===== src/ps2_settings.svh =====
`ifndef PS2_SETTINGS_SVH
`define PS2_SETTINGS_SVH

//////////////////////////////
// PS/2 link timing
//////////////////////////////

// System clocks per half PS/2 clock period
// One full bit lasts twice this
`define PS2_HALF_BIT 8

// System clocks without a falling PS/2 clock edge before a frame counts as stalled
`define PS2_TIMEOUT_CYCLES 64

`endif

===== src/ps2_pkg.sv =====
`default_nettype none

package ps2_pkg;

	//////////////////////////////
	// Transmit request
	//////////////////////////////

	typedef struct packed {
		logic [7:0] data;
		// Send inverted parity
		logic       bad_parity;
		// Stop the clock after data bit 3
		logic       abort;
	} ps2_tx_req_t;

	//////////////////////////////
	// Receive results
	//////////////////////////////

	// Decoded frame from the receiver
	typedef struct packed {
		logic       done;
		logic [7:0] data;
		logic       parity_err;
		logic       stop_err;
	} ps2_rx_frame_t;

	// Merged event stream with one cycle per event
	typedef struct packed {
		logic       valid;
		logic [7:0] data;
		logic       parity_err;
		logic       stop_err;
		logic       timeout;
	} ps2_rx_event_t;

endpackage

`default_nettype wire


===== src/ps2_link_top.sv =====
`timescale 1ns/1ps
`default_nettype none

module ps2_link_top
	import ps2_pkg::*;
(
	input  logic          clk,
	input  logic          reset,
	input  logic          send,
	input  ps2_tx_req_t   req,
	output logic          tx_busy,
	output logic          ps2_clock,
	output logic          ps2_data,
	output ps2_rx_event_t rx_event,
	output logic [7:0]    err_count
);

	logic          in_frame;
	logic          timeout;
	ps2_rx_frame_t frame;

	//////////////////////////////
	// Device side
	//////////////////////////////

	// Lines are plain wires from the device that idle high
	ps2_frame_tx u_ps2_frame_tx (
		.clk       (clk),
		.reset     (reset),
		.send      (send),
		.req       (req),
		.busy      (tx_busy),
		.ps2_clock (ps2_clock),
		.ps2_data  (ps2_data)
	);

	//////////////////////////////
	// Host side
	//////////////////////////////

	ps2_frame_rx u_ps2_frame_rx (
		.clk       (clk),
		.reset     (reset),
		.ps2_clock (ps2_clock),
		.ps2_data  (ps2_data),
		.timeout   (timeout),
		.in_frame  (in_frame),
		.frame     (frame)
	);

	ps2_frame_timer u_ps2_frame_timer (
		.clk       (clk),
		.reset     (reset),
		.ps2_clock (ps2_clock),
		.in_frame  (in_frame),
		.timeout   (timeout)
	);

	ps2_rx_merge u_ps2_rx_merge (
		.clk       (clk),
		.reset     (reset),
		.frame     (frame),
		.timeout   (timeout),
		.rx_event  (rx_event),
		.err_count (err_count)
	);

endmodule

`default_nettype wire


===== src/ps2_rx_merge.sv =====
`timescale 1ns/1ps
`default_nettype none

module ps2_rx_merge
	import ps2_pkg::*;
(
	input  logic          clk,
	input  logic          reset,
	input  ps2_rx_frame_t frame,
	input  logic          timeout,
	output ps2_rx_event_t rx_event,
	output logic [7:0]    err_count
);

	logic is_err;

	assign is_err = timeout | (frame.done & (frame.parity_err | frame.stop_err));

	//////////////////////////////
	// Event register
	//////////////////////////////

	always_ff @(posedge clk or negedge reset)
	begin
		if (!reset)
		begin
			rx_event  <= '0;
			err_count <= '0;
		end
		else
		begin
			rx_event.valid <= frame.done | timeout;
			// Timeout wins over a frame in the same cycle
			if (timeout)
			begin
				rx_event.data       <= '0;
				rx_event.parity_err <= 1'b0;
				rx_event.stop_err   <= 1'b0;
				rx_event.timeout    <= 1'b1;
			end
			else if (frame.done)
			begin
				rx_event.data       <= frame.data;
				rx_event.parity_err <= frame.parity_err;
				rx_event.stop_err   <= frame.stop_err;
				rx_event.timeout    <= 1'b0;
			end
			// Saturating error count
			if (is_err && err_count != 8'hff)
				err_count <= err_count + 8'd1;
		end
	end

	err_count_mono: assert property (@(posedge clk) disable iff (!reset)
		err_count >= $past(err_count))
		else $error("err_count decreased");

endmodule

`default_nettype wire


===== src/ps2_frame_timer.sv =====
`timescale 1ns/1ps
`default_nettype none

`include "ps2_settings.svh"

module ps2_frame_timer (
	input  logic clk,
	input  logic reset,
	input  logic ps2_clock,
	input  logic in_frame,
	output logic timeout
);

	localparam int TIMEOUT = `PS2_TIMEOUT_CYCLES;
	localparam int CNT_W   = $clog2(TIMEOUT + 1);

	logic             clk_d;
	logic             fall;
	logic [CNT_W-1:0] stall_cnt;

	// Own edge detector kept apart from the receiver
	assign fall = clk_d & ~ps2_clock;

	//////////////////////////////
	// Stall counter
	//////////////////////////////

	always_ff @(posedge clk or negedge reset)
	begin
		if (!reset)
		begin
			clk_d     <= 1'b1;
			stall_cnt <= '0;
			timeout   <= 1'b0;
		end
		else
		begin
			clk_d   <= ps2_clock;
			timeout <= 1'b0;
			if (!in_frame || fall)
				stall_cnt <= '0;
			else if (stall_cnt != CNT_W'(TIMEOUT))
			begin
				stall_cnt <= stall_cnt + 1'b1;
				// Pulse as the count reaches the limit, then park there
				timeout   <= (stall_cnt == CNT_W'(TIMEOUT - 1));
			end
		end
	end

	// in_frame comes from the receiver, which clears it only after this pulse
	timeout_in_frame: assert property (@(posedge clk) disable iff (!reset)
		timeout |-> in_frame)
		else $error("timeout outside a frame");

endmodule

`default_nettype wire


===== src/ps2_frame_rx.sv =====
`timescale 1ns/1ps
`default_nettype none

module ps2_frame_rx
	import ps2_pkg::*;
(
	input  logic          clk,
	input  logic          reset,
	input  logic          ps2_clock,
	input  logic          ps2_data,
	input  logic          timeout,
	output logic          in_frame,
	output ps2_rx_frame_t frame
);

	logic        clk_d;
	logic        fall;
	logic [10:0] shift_q;
	logic [3:0]  bit_cnt;
	logic        done_q;

	assign fall = clk_d & ~ps2_clock;

	//////////////////////////////
	// Frame control
	//////////////////////////////

	always_ff @(posedge clk or negedge reset)
	begin
		if (!reset)
		begin
			clk_d    <= 1'b1;
			in_frame <= 1'b0;
			bit_cnt  <= '0;
			done_q   <= 1'b0;
		end
		else
		begin
			clk_d  <= ps2_clock;
			done_q <= 1'b0;
			if (timeout)
			begin
				// Stalled frame is dropped
				in_frame <= 1'b0;
				bit_cnt  <= '0;
			end
			else if (fall)
			begin
				if (!in_frame)
				begin
					// Low start bit opens a frame
					if (!ps2_data)
					begin
						in_frame <= 1'b1;
						bit_cnt  <= 4'd1;
					end
				end
				else if (bit_cnt == 4'd10)
				begin
					in_frame <= 1'b0;
					bit_cnt  <= '0;
					done_q   <= 1'b1;
				end
				else
					bit_cnt <= bit_cnt + 4'd1;
			end
		end
	end

	// Bits arrive LSB first and shift in from the top
	always_ff @(posedge clk)
	begin
		if (fall)
			shift_q <= {ps2_data, shift_q[10:1]};
	end

	//////////////////////////////
	// Checked results
	//////////////////////////////

	// After eleven shifts the start bit sits in bit 0 and the stop bit in bit 10
	assign frame.done       = done_q;
	assign frame.data       = shift_q[8:1];
	assign frame.parity_err = ~^shift_q[9:1];
	assign frame.stop_err   = ~shift_q[10] | shift_q[0];

	done_single: assert property (@(posedge clk) disable iff (!reset)
		frame.done |=> !frame.done)
		else $error("frame.done high two cycles in a row");

endmodule

`default_nettype wire


===== src/ps2_frame_tx.sv =====
`timescale 1ns/1ps
`default_nettype none

`include "ps2_settings.svh"

module ps2_frame_tx
	import ps2_pkg::*;
(
	input  logic        clk,
	input  logic        reset,
	input  logic        send,
	input  ps2_tx_req_t req,
	output logic        busy,
	output logic        ps2_clock,
	output logic        ps2_data
);

	localparam int HALF_BIT    = `PS2_HALF_BIT;
	localparam int HOLD_CYCLES = `PS2_TIMEOUT_CYCLES + 16;
	localparam int DIV_W       = $clog2(HALF_BIT);
	localparam int HOLD_W      = $clog2(HOLD_CYCLES);

	typedef enum logic [3:0] {
		IDLE,
		START,
		DATA0,
		DATA1,
		DATA2,
		DATA3,
		DATA4,
		DATA5,
		DATA6,
		DATA7,
		PARITY,
		STOP,
		HOLD
	} tx_state_t;

	tx_state_t         state;
	ps2_tx_req_t       req_q;
	logic [DIV_W-1:0]  div_cnt;
	logic [HOLD_W-1:0] hold_cnt;
	logic              clk_q;
	logic              half_done;
	logic              rise;
	logic [2:0]        bit_idx;
	logic              parity_bit;

	assign half_done  = (div_cnt == DIV_W'(HALF_BIT - 1));
	// Low to high transition of the generated clock
	assign rise       = half_done & ~clk_q;
	assign bit_idx    = 3'(state - DATA0);
	assign parity_bit = (~^req_q.data) ^ req_q.bad_parity;

	assign busy      = (state != IDLE);
	assign ps2_clock = clk_q;

	//////////////////////////////
	// Clock divider and FSM
	//////////////////////////////

	always_ff @(posedge clk or negedge reset)
	begin
		if (!reset)
		begin
			state    <= IDLE;
			clk_q    <= 1'b1;
			div_cnt  <= '0;
			hold_cnt <= '0;
		end
		else
		begin
			case (state)
				IDLE:
				begin
					clk_q   <= 1'b1;
					div_cnt <= '0;
					if (send)
						state <= START;
				end
				HOLD:
				begin
					// Clock parked high while the host side times out
					if (hold_cnt == HOLD_W'(HOLD_CYCLES - 1))
					begin
						hold_cnt <= '0;
						state    <= IDLE;
					end
					else
						hold_cnt <= hold_cnt + 1'b1;
				end
				default:
				begin
					if (half_done)
					begin
						div_cnt <= '0;
						clk_q   <= ~clk_q;
						// Next bit goes out while the clock is high
						if (rise)
						begin
							case (state)
								STOP:    state <= IDLE;
								DATA3:   state <= req_q.abort ? HOLD : DATA4;
								default: state <= tx_state_t'(state + 4'd1);
							endcase
						end
					end
					else
						div_cnt <= div_cnt + 1'b1;
				end
			endcase
		end
	end

	// Request captured on acceptance
	always_ff @(posedge clk)
	begin
		if (state == IDLE && send)
			req_q <= req;
	end

	// Data line follows the bit of the current state
	always_comb
	begin
		case (state)
			START:  ps2_data = 1'b0;
			DATA0, DATA1, DATA2, DATA3,
			DATA4, DATA5, DATA6, DATA7:
				ps2_data = req_q.data[bit_idx];
			PARITY: ps2_data = parity_bit;
			HOLD:   ps2_data = req_q.data[3];
			default: ps2_data = 1'b1;
		endcase
	end

	// Host samples on the falling edge, so data must be quiet during the low phase
	data_stable_low: assert property (@(posedge clk) disable iff (!reset)
		!ps2_clock |-> $stable(ps2_data))
		else $error("ps2_data changed while ps2_clock low");

endmodule

`default_nettype wire


===== config.mk =====
export PLATFORM = sky130hd
export DESIGN_NAME = ps2_link_top
export DESIGN_NICKNAME = d
export VERILOG_FILES = /design/src/ps2_pkg.sv /design/src/ps2_link_top.sv /design/src/ps2_rx_merge.sv /design/src/ps2_frame_timer.sv /design/src/ps2_frame_rx.sv /design/src/ps2_frame_tx.sv
export VERILOG_INCLUDE_DIRS = /design/src /design/src/src
export SDC_FILE = /design/constraint.sdc
export NUM_CORES = 1
export LEC_CHECK = 0
export CAP_MARGIN = 20
export CORE_UTILIZATION = 50
export CTS_CLUSTER_SIZE = 16
export DETAILED_ROUTE_END_ITERATION = 12
export DONT_BUFFER_PORTS = 1
export PLACE_DENSITY = 0.72
export SYNTH_ARGS = -nofsm -noshare
export SYNTH_HDL_FRONTEND = slang
export SYNTH_SLANG_ARGS = --single-unit

===== constraint.sdc =====
create_clock -name clk -period 2.1 [get_ports clk]
set_input_delay 0.21 -clock clk [delete_from_list [all_inputs] [get_ports clk]]
set_output_delay 0.21 -clock clk [all_outputs]
set_load 0.03 [all_outputs]

==> results of run 1 <==
worst max-delay path, cell delays in order (launching register included):
cell       delay, ns
dfrtp_2         0.46
buf_6           0.16
mux2i_1         0.11
mux4_2          0.48
a2bb2oi_2       0.19
o31ai_4         0.08
buf_6           0.18
routing by layer:
| layer | vias to the layer above | GRT usage [%] | routed length, µm |
|---|---|---|---|
| met5 | - | 0 | 0 |
| met4 | 0 | 9.697 | 116 |
| met3 | 9 | 4.095 | 273 |
| met2 | 56 | 29.29 | 2923 |
| met1 | 1194 | 24.78 | 2958 |
| li1 | 1236 | - | - |
sequential cells by signal (all words and copies together), names as in the netlist:
register                     flops
u_ps2_frame_rx.bit_cnt           4
u_ps2_frame_rx.done_q            1
u_ps2_frame_rx.in_frame          1
u_ps2_frame_rx.shift_q          11
u_ps2_frame_timer.clk_d          1
u_ps2_frame_timer.stall_cnt      7
u_ps2_frame_timer.timeout        1
u_ps2_frame_tx.div_cnt           3
u_ps2_frame_tx.hold_cnt          7
u_ps2_frame_tx.ps2_clock         1
u_ps2_frame_tx.req_q            10
u_ps2_frame_tx.state             4
u_ps2_rx_merge.err_count         8
u_ps2_rx_merge.rx_event         12
cell usage after synthesis, types with 2 or more instances:
| master | number |
|---|---|
| dfrtp_1 | 48 |
| ha_1 | 13 |
| o31ai_1 | 4 |
| a31oi_1 | 2 |
| and3_1 | 4 |
| a211oi_1 | 2 |
| o21ai_0 | 20 |
| a21o_1 | 3 |
| a22oi_1 | 3 |
| o22ai_1 | 4 |
| a31o_2 | 3 |
| buf_2 | 3 |
| a21oi_1 | 13 |
| edfxtp_1 | 21 |
| or3_1 | 2 |
| clkbuf_1 | 9 |
| nor2_1 | 34 |
| nor2b_1 | 8 |
| nor3_1 | 5 |
| o211ai_1 | 2 |
| nand2_1 | 23 |
| dfstp_2 | 2 |
| nor3_2 | 3 |
| nand3b_1 | 4 |
| xnor2_2 | 2 |
| inv_1 | 13 |
| nand3_1 | 13 |
| nor3b_1 | 3 |
| nand2b_1 | 3 |
| xor2_1 | 9 |
| nand4_1 | 5 |
| xnor2_1 | 16 |
| mux2i_1 | 15 |
| a22o_1 | 2 |
area by class of cell:
type                    instances  area [µm²]
flip-flops and latches         71        1886
multi-input cells             231        1639
fillers                       573        2586
repair buffers                 35       317.8
inverters                      13       48.80
well taps                      96       120.1
clock inverters                 5       60.06
clock buffers                  11       173.9
per-stage QoR:
stage / instances / hold WS [ns]
after floorplan: 328 / -0.08559
after global placement: 429 / -0.08342
after detailed placement: 429 / -0.08382
after CTS: 458 / 0.3620
after global routing: 462 / 0.3834
final: 462 / 0.3666
kinds of logic (layout without fill, tap and decap cells):
family / Yosys count / after routing / synth area share, %
DFF: 71 / 71 / 52.90
muxes: 17 / 17 / 5.163
xor gates and xnor gates: 28 / 28 / 7.692
buffers and inverters: 26 / 64 / 2.845
adders and majority gates: 13 / 13 / 4.566
and+or+nand+nor: 109 / 109 / 15.07
AOI/OAI and AO/OA: 64 / 64 / 11.77
worst min path at each step:
stage	from	end	slack, ns	cells after the start
2_1_floorplan	reset	u_ps2_frame_rx.bit_cnt[0]	-0.09	0
3_3_place_gp	reset	u_ps2_frame_tx.hold_cnt[6]	-0.08	0
3_5_place_dp	reset	u_ps2_frame_tx.hold_cnt[6]	-0.08	0
4_1_cts	send	u_ps2_frame_tx.req_q[0]	0.36	1
5_1_grt	send	u_ps2_frame_tx.req_q[0]	0.38	1
6_report	reset	u_ps2_frame_tx.hold_cnt[0]	0.37	2
timing repair:
item / 4_1_cts / 5_1_grt
pin swaps: 1 / 1
hold buffers: 12 / 0
resized for setup: 10 / 6
setup buffers: 1 / 4
hold endpoints to repair: 60 / 0
endpoints found under the setup margin: 1 / 3
power groups by stage:
stage / registers, W / clock network (W) / logic [W]
CTS: 0.00142 / 0.00127 / 0.0000417
finish: 0.00142 / 0.00123 / 0.0000405
floorplan: 0.00145 / 0 / 0.0000000277
global route: 0.00142 / 0.00133 / 0.0000456
detailed placement: 0.00145 / 0 / 0.0000000278
global placement: 0.00145 / 0 / 0.0000000278
==> impl_results.md, run 1 <==
* Number of synthesized register bits at 71
* Area growth, synth to finish at 19.18%
* Endpoint class of the critical path: output port
* Sw Pwr at 0.0005590 W
* Clock Path Buffers at 2
* Top cells by area, synth: dfrtp_1 34%, edfxtp_1 18%, ha_1 4.6%
* CP Launch Type: flip-flop
* Switching share of power at 20.75%
* Share of async-settable or async-resettable flops after synthesis at 70.42%
* Ys flop type: dfrtp_1
* Max_slew headroom at 70.44%
* Sequential fraction of design power at 52.7%
* Crit path DAT at 2.00 ns
* Largest net degree at the start of global routing at 51
* Htree depth at 3
* Initial antenna violation count at 0
* Failing checks: setup timing
* Setup TNS Final at -0.1058 ns
* # setup viols final at 1
* IO buf count at 0
* Remaining DRCs at 0
* Design area at 0.004245 mm²
* Worst slew pin tran at 0.4435 ns
* Cell taking the most area after synthesis: dfrtp_1
* Worst setup path end: ps2_data
* Slew Viols, Final at 0
* Crit Path Max Fanout at 5
* Worst flop-to-flop path startpoint: u_ps2_frame_tx.state[0]
* Sequential share of the synthesized area at 52.90%
* Layout cell share with drive strength beyond 1 at 17.76%
* Unrepaired setup endpoints after global routing: true
* Flop-to-flop setup slack at 0.04 ns
* Worst Setup SP: u_ps2_frame_tx.state[0]
* Synthesized instance count at 328
* CTS tree: done
* Hpwl dp at 4131 µm
* Clk pin slew, worst setup/hold paths at 0.08 ns
* GRT Util Overall at 18.79%
* Synthesized area per cell at 10.86 µm²
* Crit path time final at 2.206 ns
* Starting Density at 52.14%
* Vias in the first global route at 2461
* CP Data Required Time at 1.89 ns
* Routed Wire Length at 6272 µm
* Core area at 0.006832 mm²
* Syn. warnings at 0
* Ant diodes at 0
* Inserted Clock Buffers at 9
* Power Density at 634.5 mW/mm²
* Dpl cell area at 0.003765 mm²
* R2R cell count at 10
* Period utilization at 105.0%
* Total power at 0.002694 W
* Distinct cells, synth at 46
* Final antenna-violating net count at 0
* Total global routing overflow at 0
* Worst Skew at 0.008945 ns
* I/O pins at 36
* Final net count at 387
* WS Path Type: reg -> out
* Most frequent cells in the layout: 47 x dfrtp_1, 34 x nor2_1, 23 x nand2_1
* TritonCTS sink count at 71
* Post-synth EDFFs at 21
* VDD IR-drop max at 0.3319 mV
* Place WS at 0.09723 ns
* RePlAce Congestion at 0.8714
* Synthesized area at 0.003562 mm²
* Yosys top cell area share at 33.72%
* Final Hold Viols at 0
* Core Rows at 30
* Global-route wire length before repair at 10850 µm
* Clock group share of total power at 45.8%
* Die span in x at 86.41 µm
* Internal at 0.002135 W
* Max Clock Freq at 453.4 MHz
* Min-Delay Path Class: in -> async
* Commonest non-fill, non-tap cell in the layout: dfrtp_1
* Die area at 0.007466 mm²
* Drt pass-1 iters at 4
* Max-Cap Viols at 0
* Final design utilization at 62.14%
* Leak at 1.790 nW
* Combinational fraction of design power at 1.5%
* Mapped Nets at 354
* 1st-iter DRT viols at 127
* Drt wl/cell at 13.58 µm
* Vias/cell at 5.400
* Root Buffer: clkbuf_8
* Clock Latency Late Sink at 0.34 ns
* Reg2reg end: u_ps2_frame_rx.bit_cnt[3]
* Chip height at 86.41 µm
* PnR worst setup slack at -0.1058 ns
* Via Count at 2495
* Outcome: complete, but fails checks
Note: power is estimated with default switching activity, not from simulation.
==> inputs of run 2 (changes only) <==
- CORE_ASPECT_RATIO: default -> 1.25
==> run 2 against run 1 <==
Net effect:
- the flow still finishes with violations (setup timing)
- clock power fell by 5%
- count of clock-buffer cells in the layout fell by 1
- cell area fell by 0.47%
- worst setup slack improved by 0.034 ns
- total power fell by 2.2%
- via count fell by 0.20%
- utilization fell by 1.2 points
- largest power group unchanged
==> impl_results.md, run 2 (synthesis gave the netlist of run 1 again) <==
* Outcome: complete, but fails checks
* Failing checks: setup timing
* Setup TNS Final at -0.07209 ns
* I/O pins at 36
* Worst slew pin tran at 0.4442 ns
* Clk pin slew, worst setup/hold paths at 0.07 ns
* VDD IR-drop max at 0.6807 mV
* Via Count at 2490
* Final Hold Viols at 0
* Crit path time final at 2.172 ns
* Place WS at 0.09051 ns
* 1st-iter DRT viols at 178
* Max_slew headroom at 70.39%
* PnR worst setup slack at -0.07209 ns
* Worst flop-to-flop path startpoint: u_ps2_frame_rx.shift_q[4]
* RePlAce Congestion at 0.8033
* Clock Latency Late Sink at 0.35 ns
* Vias/cell at 5.485
* TritonCTS sink count at 71
* Power Density at 623.2 mW/mm²
* Global-route wire length before repair at 10900 µm
* Layout cell share with drive strength beyond 1 at 17.31%
* Ant diodes at 0
* Max-Cap Viols at 0
* Number of flip-flops in the largest register at 12
* Crit path DAT at 1.96 ns
* Flop-to-flop setup slack at 0.10 ns
* WS Path Type: reg -> out
* Worst Skew at 0.01004 ns
* Root Buffer: clkbuf_8
* CTS tree: done
* Period utilization at 103.4%
* Largest net degree at the start of global routing at 51
* Crit Path Max Fanout at 7
* Total global routing overflow at 0
* Drt pass-1 iters at 4
* Core Rows at 34
* Hold path startpoint: send
* Final antenna-violating net count at 0
* Endpoint class of the critical path: output port
* Chip height at 96.37 µm
* Largest Register: u_ps2_rx_merge.rx_event
* Most frequent cells in the layout: 48 x dfrtp_1, 33 x nor2_1, 23 x nand2_1
* Hpwl dp at 4314 µm
* Drt wl/cell at 14.37 µm
* Die area at 0.007468 mm²
* Area growth, synth to finish at 18.62%
* Routed Wire Length at 6526 µm
* Worst Setup SP: u_ps2_frame_tx.state[0]
* CP Launch Type: flip-flop
* Final net count at 385
* Htree depth at 3
* # setup viols final at 1
* Slew Viols, Final at 0
* IO buf count at 0
* Inserted Clock Buffers at 9
* CP Data Required Time at 1.89 ns
* Leak at 1.766 nW
* Min-Delay Path Class: in -> reg
* Max Clock Freq at 460.4 MHz
* Core area at 0.006934 mm²
* Starting Density at 51.37%
* Unrepaired setup endpoints after global routing: true
* Clock Path Buffers at 2
* Initial antenna violation count at 0
* Die span in x at 77.50 µm
* Commonest non-fill, non-tap cell in the layout: dfrtp_1
* Remaining DRCs at 0
* GRT Util Overall at 19.19%
* Vias in the first global route at 2358
* Largest regs: u_ps2_rx_merge.rx_event: 12 flops, u_ps2_frame_rx.shift_q: 11 flops, u_ps2_frame_tx.req_q: 10 flops
==> run 2: cell type report <==
| type | count | area (µm²) |
|---|---|---|
| timing repair buffer | 33 | 306.5 |
| tap | 90 | 112.6 |
| clock buffer | 10 | 127.6 |
| fill | 563 | 2709 |
| sequential | 71 | 1884 |
| clock inverter | 6 | 85.08 |
| inverter | 13 | 48.80 |
| multi-input combinational | 231 | 1660 |
==> run 2: metal layers <==
layer,vias to the layer above,track usage (%),part of all wire (%)
li1,1228,-,-
met1,1200,22.72,43
met2,49,32.23,51
met3,13,5.540,3.8
met4,0,9.434,2.2
met5,-,0,0
==> run 2: path summary, 6_finish.rpt <==
check,to,cells past startpoint
worst min register to register,u_ps2_frame_timer.clk_d,0
worst min-delay path,u_ps2_frame_tx.req_q[0],1
worst max-delay path,ps2_data,6
max in group asynchronous,u_ps2_frame_tx.ps2_clock,2
min in group asynchronous,u_ps2_rx_merge.rx_event[7],2
worst max register to register,u_ps2_rx_merge.err_count[1],5
==> run 2: worst max-delay path, cell delays in order, from the launching register on <==
cell and delay, ns:
dfrtp_1 0.40, buf_6 0.16, mux2i_1 0.14, mux4_2 0.49, a2bb2oi_2 0.16, o31ai_4 0.08
buf_6 0.17
==> run 2: timing repair <==
| item | in CTS | in global routing |
|---|---|---|
| hold buffers | 12 | 0 |
| resized for setup | 10 | 11 |
| setup buffers | 2 | 0 |
| endpoints found under the setup margin | 1 | 7 |
| pin swaps | 1 | 0 |
| hold endpoints to repair | 60 | 0 |
==> run 2: metrics by stage <==
stage	hold slack [ns]	instance area, µm²	utilization, %	cells	total power (W)
floorplan	-0.08559	3563	-	328	0.001448
global placement	-0.08459	3765	54.29	424	0.001448
detailed placement	-0.08464	3765	54.29	424	0.001448
CTS	0.3514	4180	60.29	454	0.002667
global route	0.3590	4225	60.93	454	0.002721
finish	0.3624	4225	60.93	454	0.002633
==> run 2: report_power, final <==
group / internal (W) / leakage, nW / switching (W) / total [W]
logic: 0.0000189 / 0.807 / 0.0000218 / 0.0000408
registers: 0.00142 / 0.855 / 0 / 0.00142
clock network: 0.000665 / 0.104 / 0.000509 / 0.00117
==> inputs of run 3 (changes only) <==
- CELL_PAD_IN_SITES_DETAIL_PLACEMENT: default -> 1
- CELL_PAD_IN_SITES_GLOBAL_PLACEMENT: default -> 1
- CORE_UTILIZATION: 50 -> 45
- GPL_ROUTABILITY_DRIVEN: default -> 0
- PLACE_DENSITY: 0.72 -> 0.79
==> run 3 against run 2 <==
Net effect:
- the flow still finishes with violations (setup timing)
- global-route usage up 1.8 points
- critical path type unchanged
- highest routed layer unchanged
- worst setup slack worse by 0.016 ns
- via count up 5.7%
- sequential share of layout area fell by 0.85 points
==> impl_results.md, run 3 (synthesis gave the netlist of run 1 again) <==
* Number of flip-flops in the largest register at 12
* Largest regs: u_ps2_rx_merge.rx_event: 12 flops, u_ps2_frame_rx.shift_q: 11 flops, u_ps2_frame_tx.req_q: 10 flops
* Total global routing overflow at 0
* Period utilization at 104.2%
* Most frequent cells in the layout: 47 x dfrtp_1, 34 x nor2_1, 28 x buf_4
* # setup viols final at 1
* Via Count at 2632
* Commonest non-fill, non-tap cell in the layout: dfrtp_1
* Endpoint class of the critical path: output port
* Min-Delay Path Class: in -> async
* Crit path DAT at 1.98 ns
* CP Launch Type: flip-flop
* Max Clock Freq at 457.0 MHz
* Die span in x at 81.58 µm
* Remaining DRCs at 0
* Crit Path Max Fanout at 6
* VDD IR-drop max at 0.4044 mV
* Max-Cap Viols at 0
* Routed Wire Length at 7867 µm
* Max_slew headroom at 72.22%
* Ant diodes at 0
* Final design utilization at 57.23%
* Global-route wire length before repair at 12880 µm
* Area growth, synth to finish at 21.00%
* 1st-iter DRT viols at 141
* Inserted Clock Buffers at 9
* Htree depth at 3
* Root Buffer: clkbuf_8
* Failing checks: setup timing
* TritonCTS sink count at 71
* CP Data Required Time at 1.89 ns
* Clk pin slew, worst setup/hold paths at 0.08 ns
* Place WS at -0.01266 ns
* Final Hold Viols at 0
* IO buf count at 0
* Outcome: complete, but fails checks
* Worst Skew at 0.01120 ns
* Starting Density at 47.29%
* Flop-to-flop setup slack at 0.02 ns
* Die area at 0.008278 mm²
* Drt pass-1 iters at 4
* Vias/cell at 5.648
* GRT Util Overall at 20.98%
* Leak at 1.832 nW
* Design area at 0.004310 mm²
* Worst slew pin tran at 0.4167 ns
* Clock Path Buffers at 2
* PnR worst setup slack at -0.08810 ns
* Final net count at 395
* Crit path time final at 2.188 ns
* Layout cell share with drive strength beyond 1 at 19.52%
* Slew Viols, Final at 0
* I/O pins at 36
* Drt wl/cell at 16.88 µm
* Core area at 0.007532 mm²
* Dpl cells at 429
* Final Non-Filler Cells at 466
* Largest Register: u_ps2_rx_merge.rx_event
* Core Rows at 35
* Hpwl dp at 5271 µm
* Final antenna-violating net count at 0
* CTS tree: done
* Power Density at 617.2 mW/mm²
* Clock Latency Late Sink at 0.35 ns
* Unrepaired setup endpoints after global routing: true
* Initial antenna violation count at 0
* Largest net degree at the start of global routing at 51
* Vias in the first global route at 2752
* Dpl cell area at 0.003790 mm²
* Chip height at 101.5 µm
* FILL cells at 800
* WS Path Type: reg -> out
* Final hold slack at 0.3635 ns
==> run 3: cell count changes in the layout (fill, tap and decap cells not counted), sizes merged <==
cell,previous run,this run
clkinv,3,4
clkbuf,10,9
buf,22,32
==> run 3: where the power goes <==
part	internal (W)	switching, W	total (W)
combinational	0.0000189	0.0000225	0.0000414
clock	0.000670	0.000530	0.00120
sequential	0.00142	0	0.00142
==> run 3: layer usage <==
layer | track usage (%) | wire length [µm] | up-vias
met2 | 38.21 | 4434 | 47
li1 | - | - | 1243
met5 | 0 | 0 | -
met3 | 5.495 | 255 | 12
met1 | 22.85 | 3056 | 1330
met4 | 8.097 | 121 | 0
==> run 3: layout make-up <==
cell class	instances	area, µm²	share of cell area, %
Clock inverter	7	97.59	2.264
Tap cell	92	115.1	2.671
Sequential cell	71	1886	43.74
Timing Repair Buffer	43	381.6	8.853
Inverter	13	48.80	1.132
Clock buffer	9	123.9	2.874
Multi-Input combinational cell	231	1658	38.46
==> run 3: final timing paths <==
| path | cells after the start | start | endpoint |
|---|---|---|---|
| min in group clk | 1 | send | u_ps2_frame_tx.req_q[0] |
| max in group asynchronous | 2 | reset | u_ps2_frame_tx.ps2_clock |
| setup reg to reg | 10 | u_ps2_frame_tx.state[0] | u_ps2_frame_rx.bit_cnt[1] |
| setup / recovery | 6 | u_ps2_frame_tx.state[0] | ps2_data |
| hold reg to reg | 0 | u_ps2_frame_tx.ps2_clock | u_ps2_frame_timer.clk_d |
| hold / removal | 2 | reset | u_ps2_rx_merge.rx_event[6] |
==> run 3: through the flow <==
stage | setup TNS (ns) | power [W]
finish | -0.08810 | 0.002660
global route | -0.3416 | 0.002759
CTS | -0.09534 | 0.002686
detailed placement | -0.01266 | 0.001448
global placement | 0 | 0.001448
floorplan | 0 | 0.001448
==> run 3: critical path: stages, from the launching register on <==
cell and delay (ns):
dfrtp_2 0.46, buf_6 0.15, mux2i_1 0.12, mux4_2 0.47, a2bb2oi_2 0.16, o31ai_4 0.09
buf_6 0.18
==> run 3: timing repair <==
item                                    4_1_cts  5_1_grt
buffers inserted                              5        4
endpoints found under the hold margin        60        0
pin swaps                                     2        5
endpoints found under the setup margin        2        8
gates resized for setup                       7       15
hold buffers                                 12        0
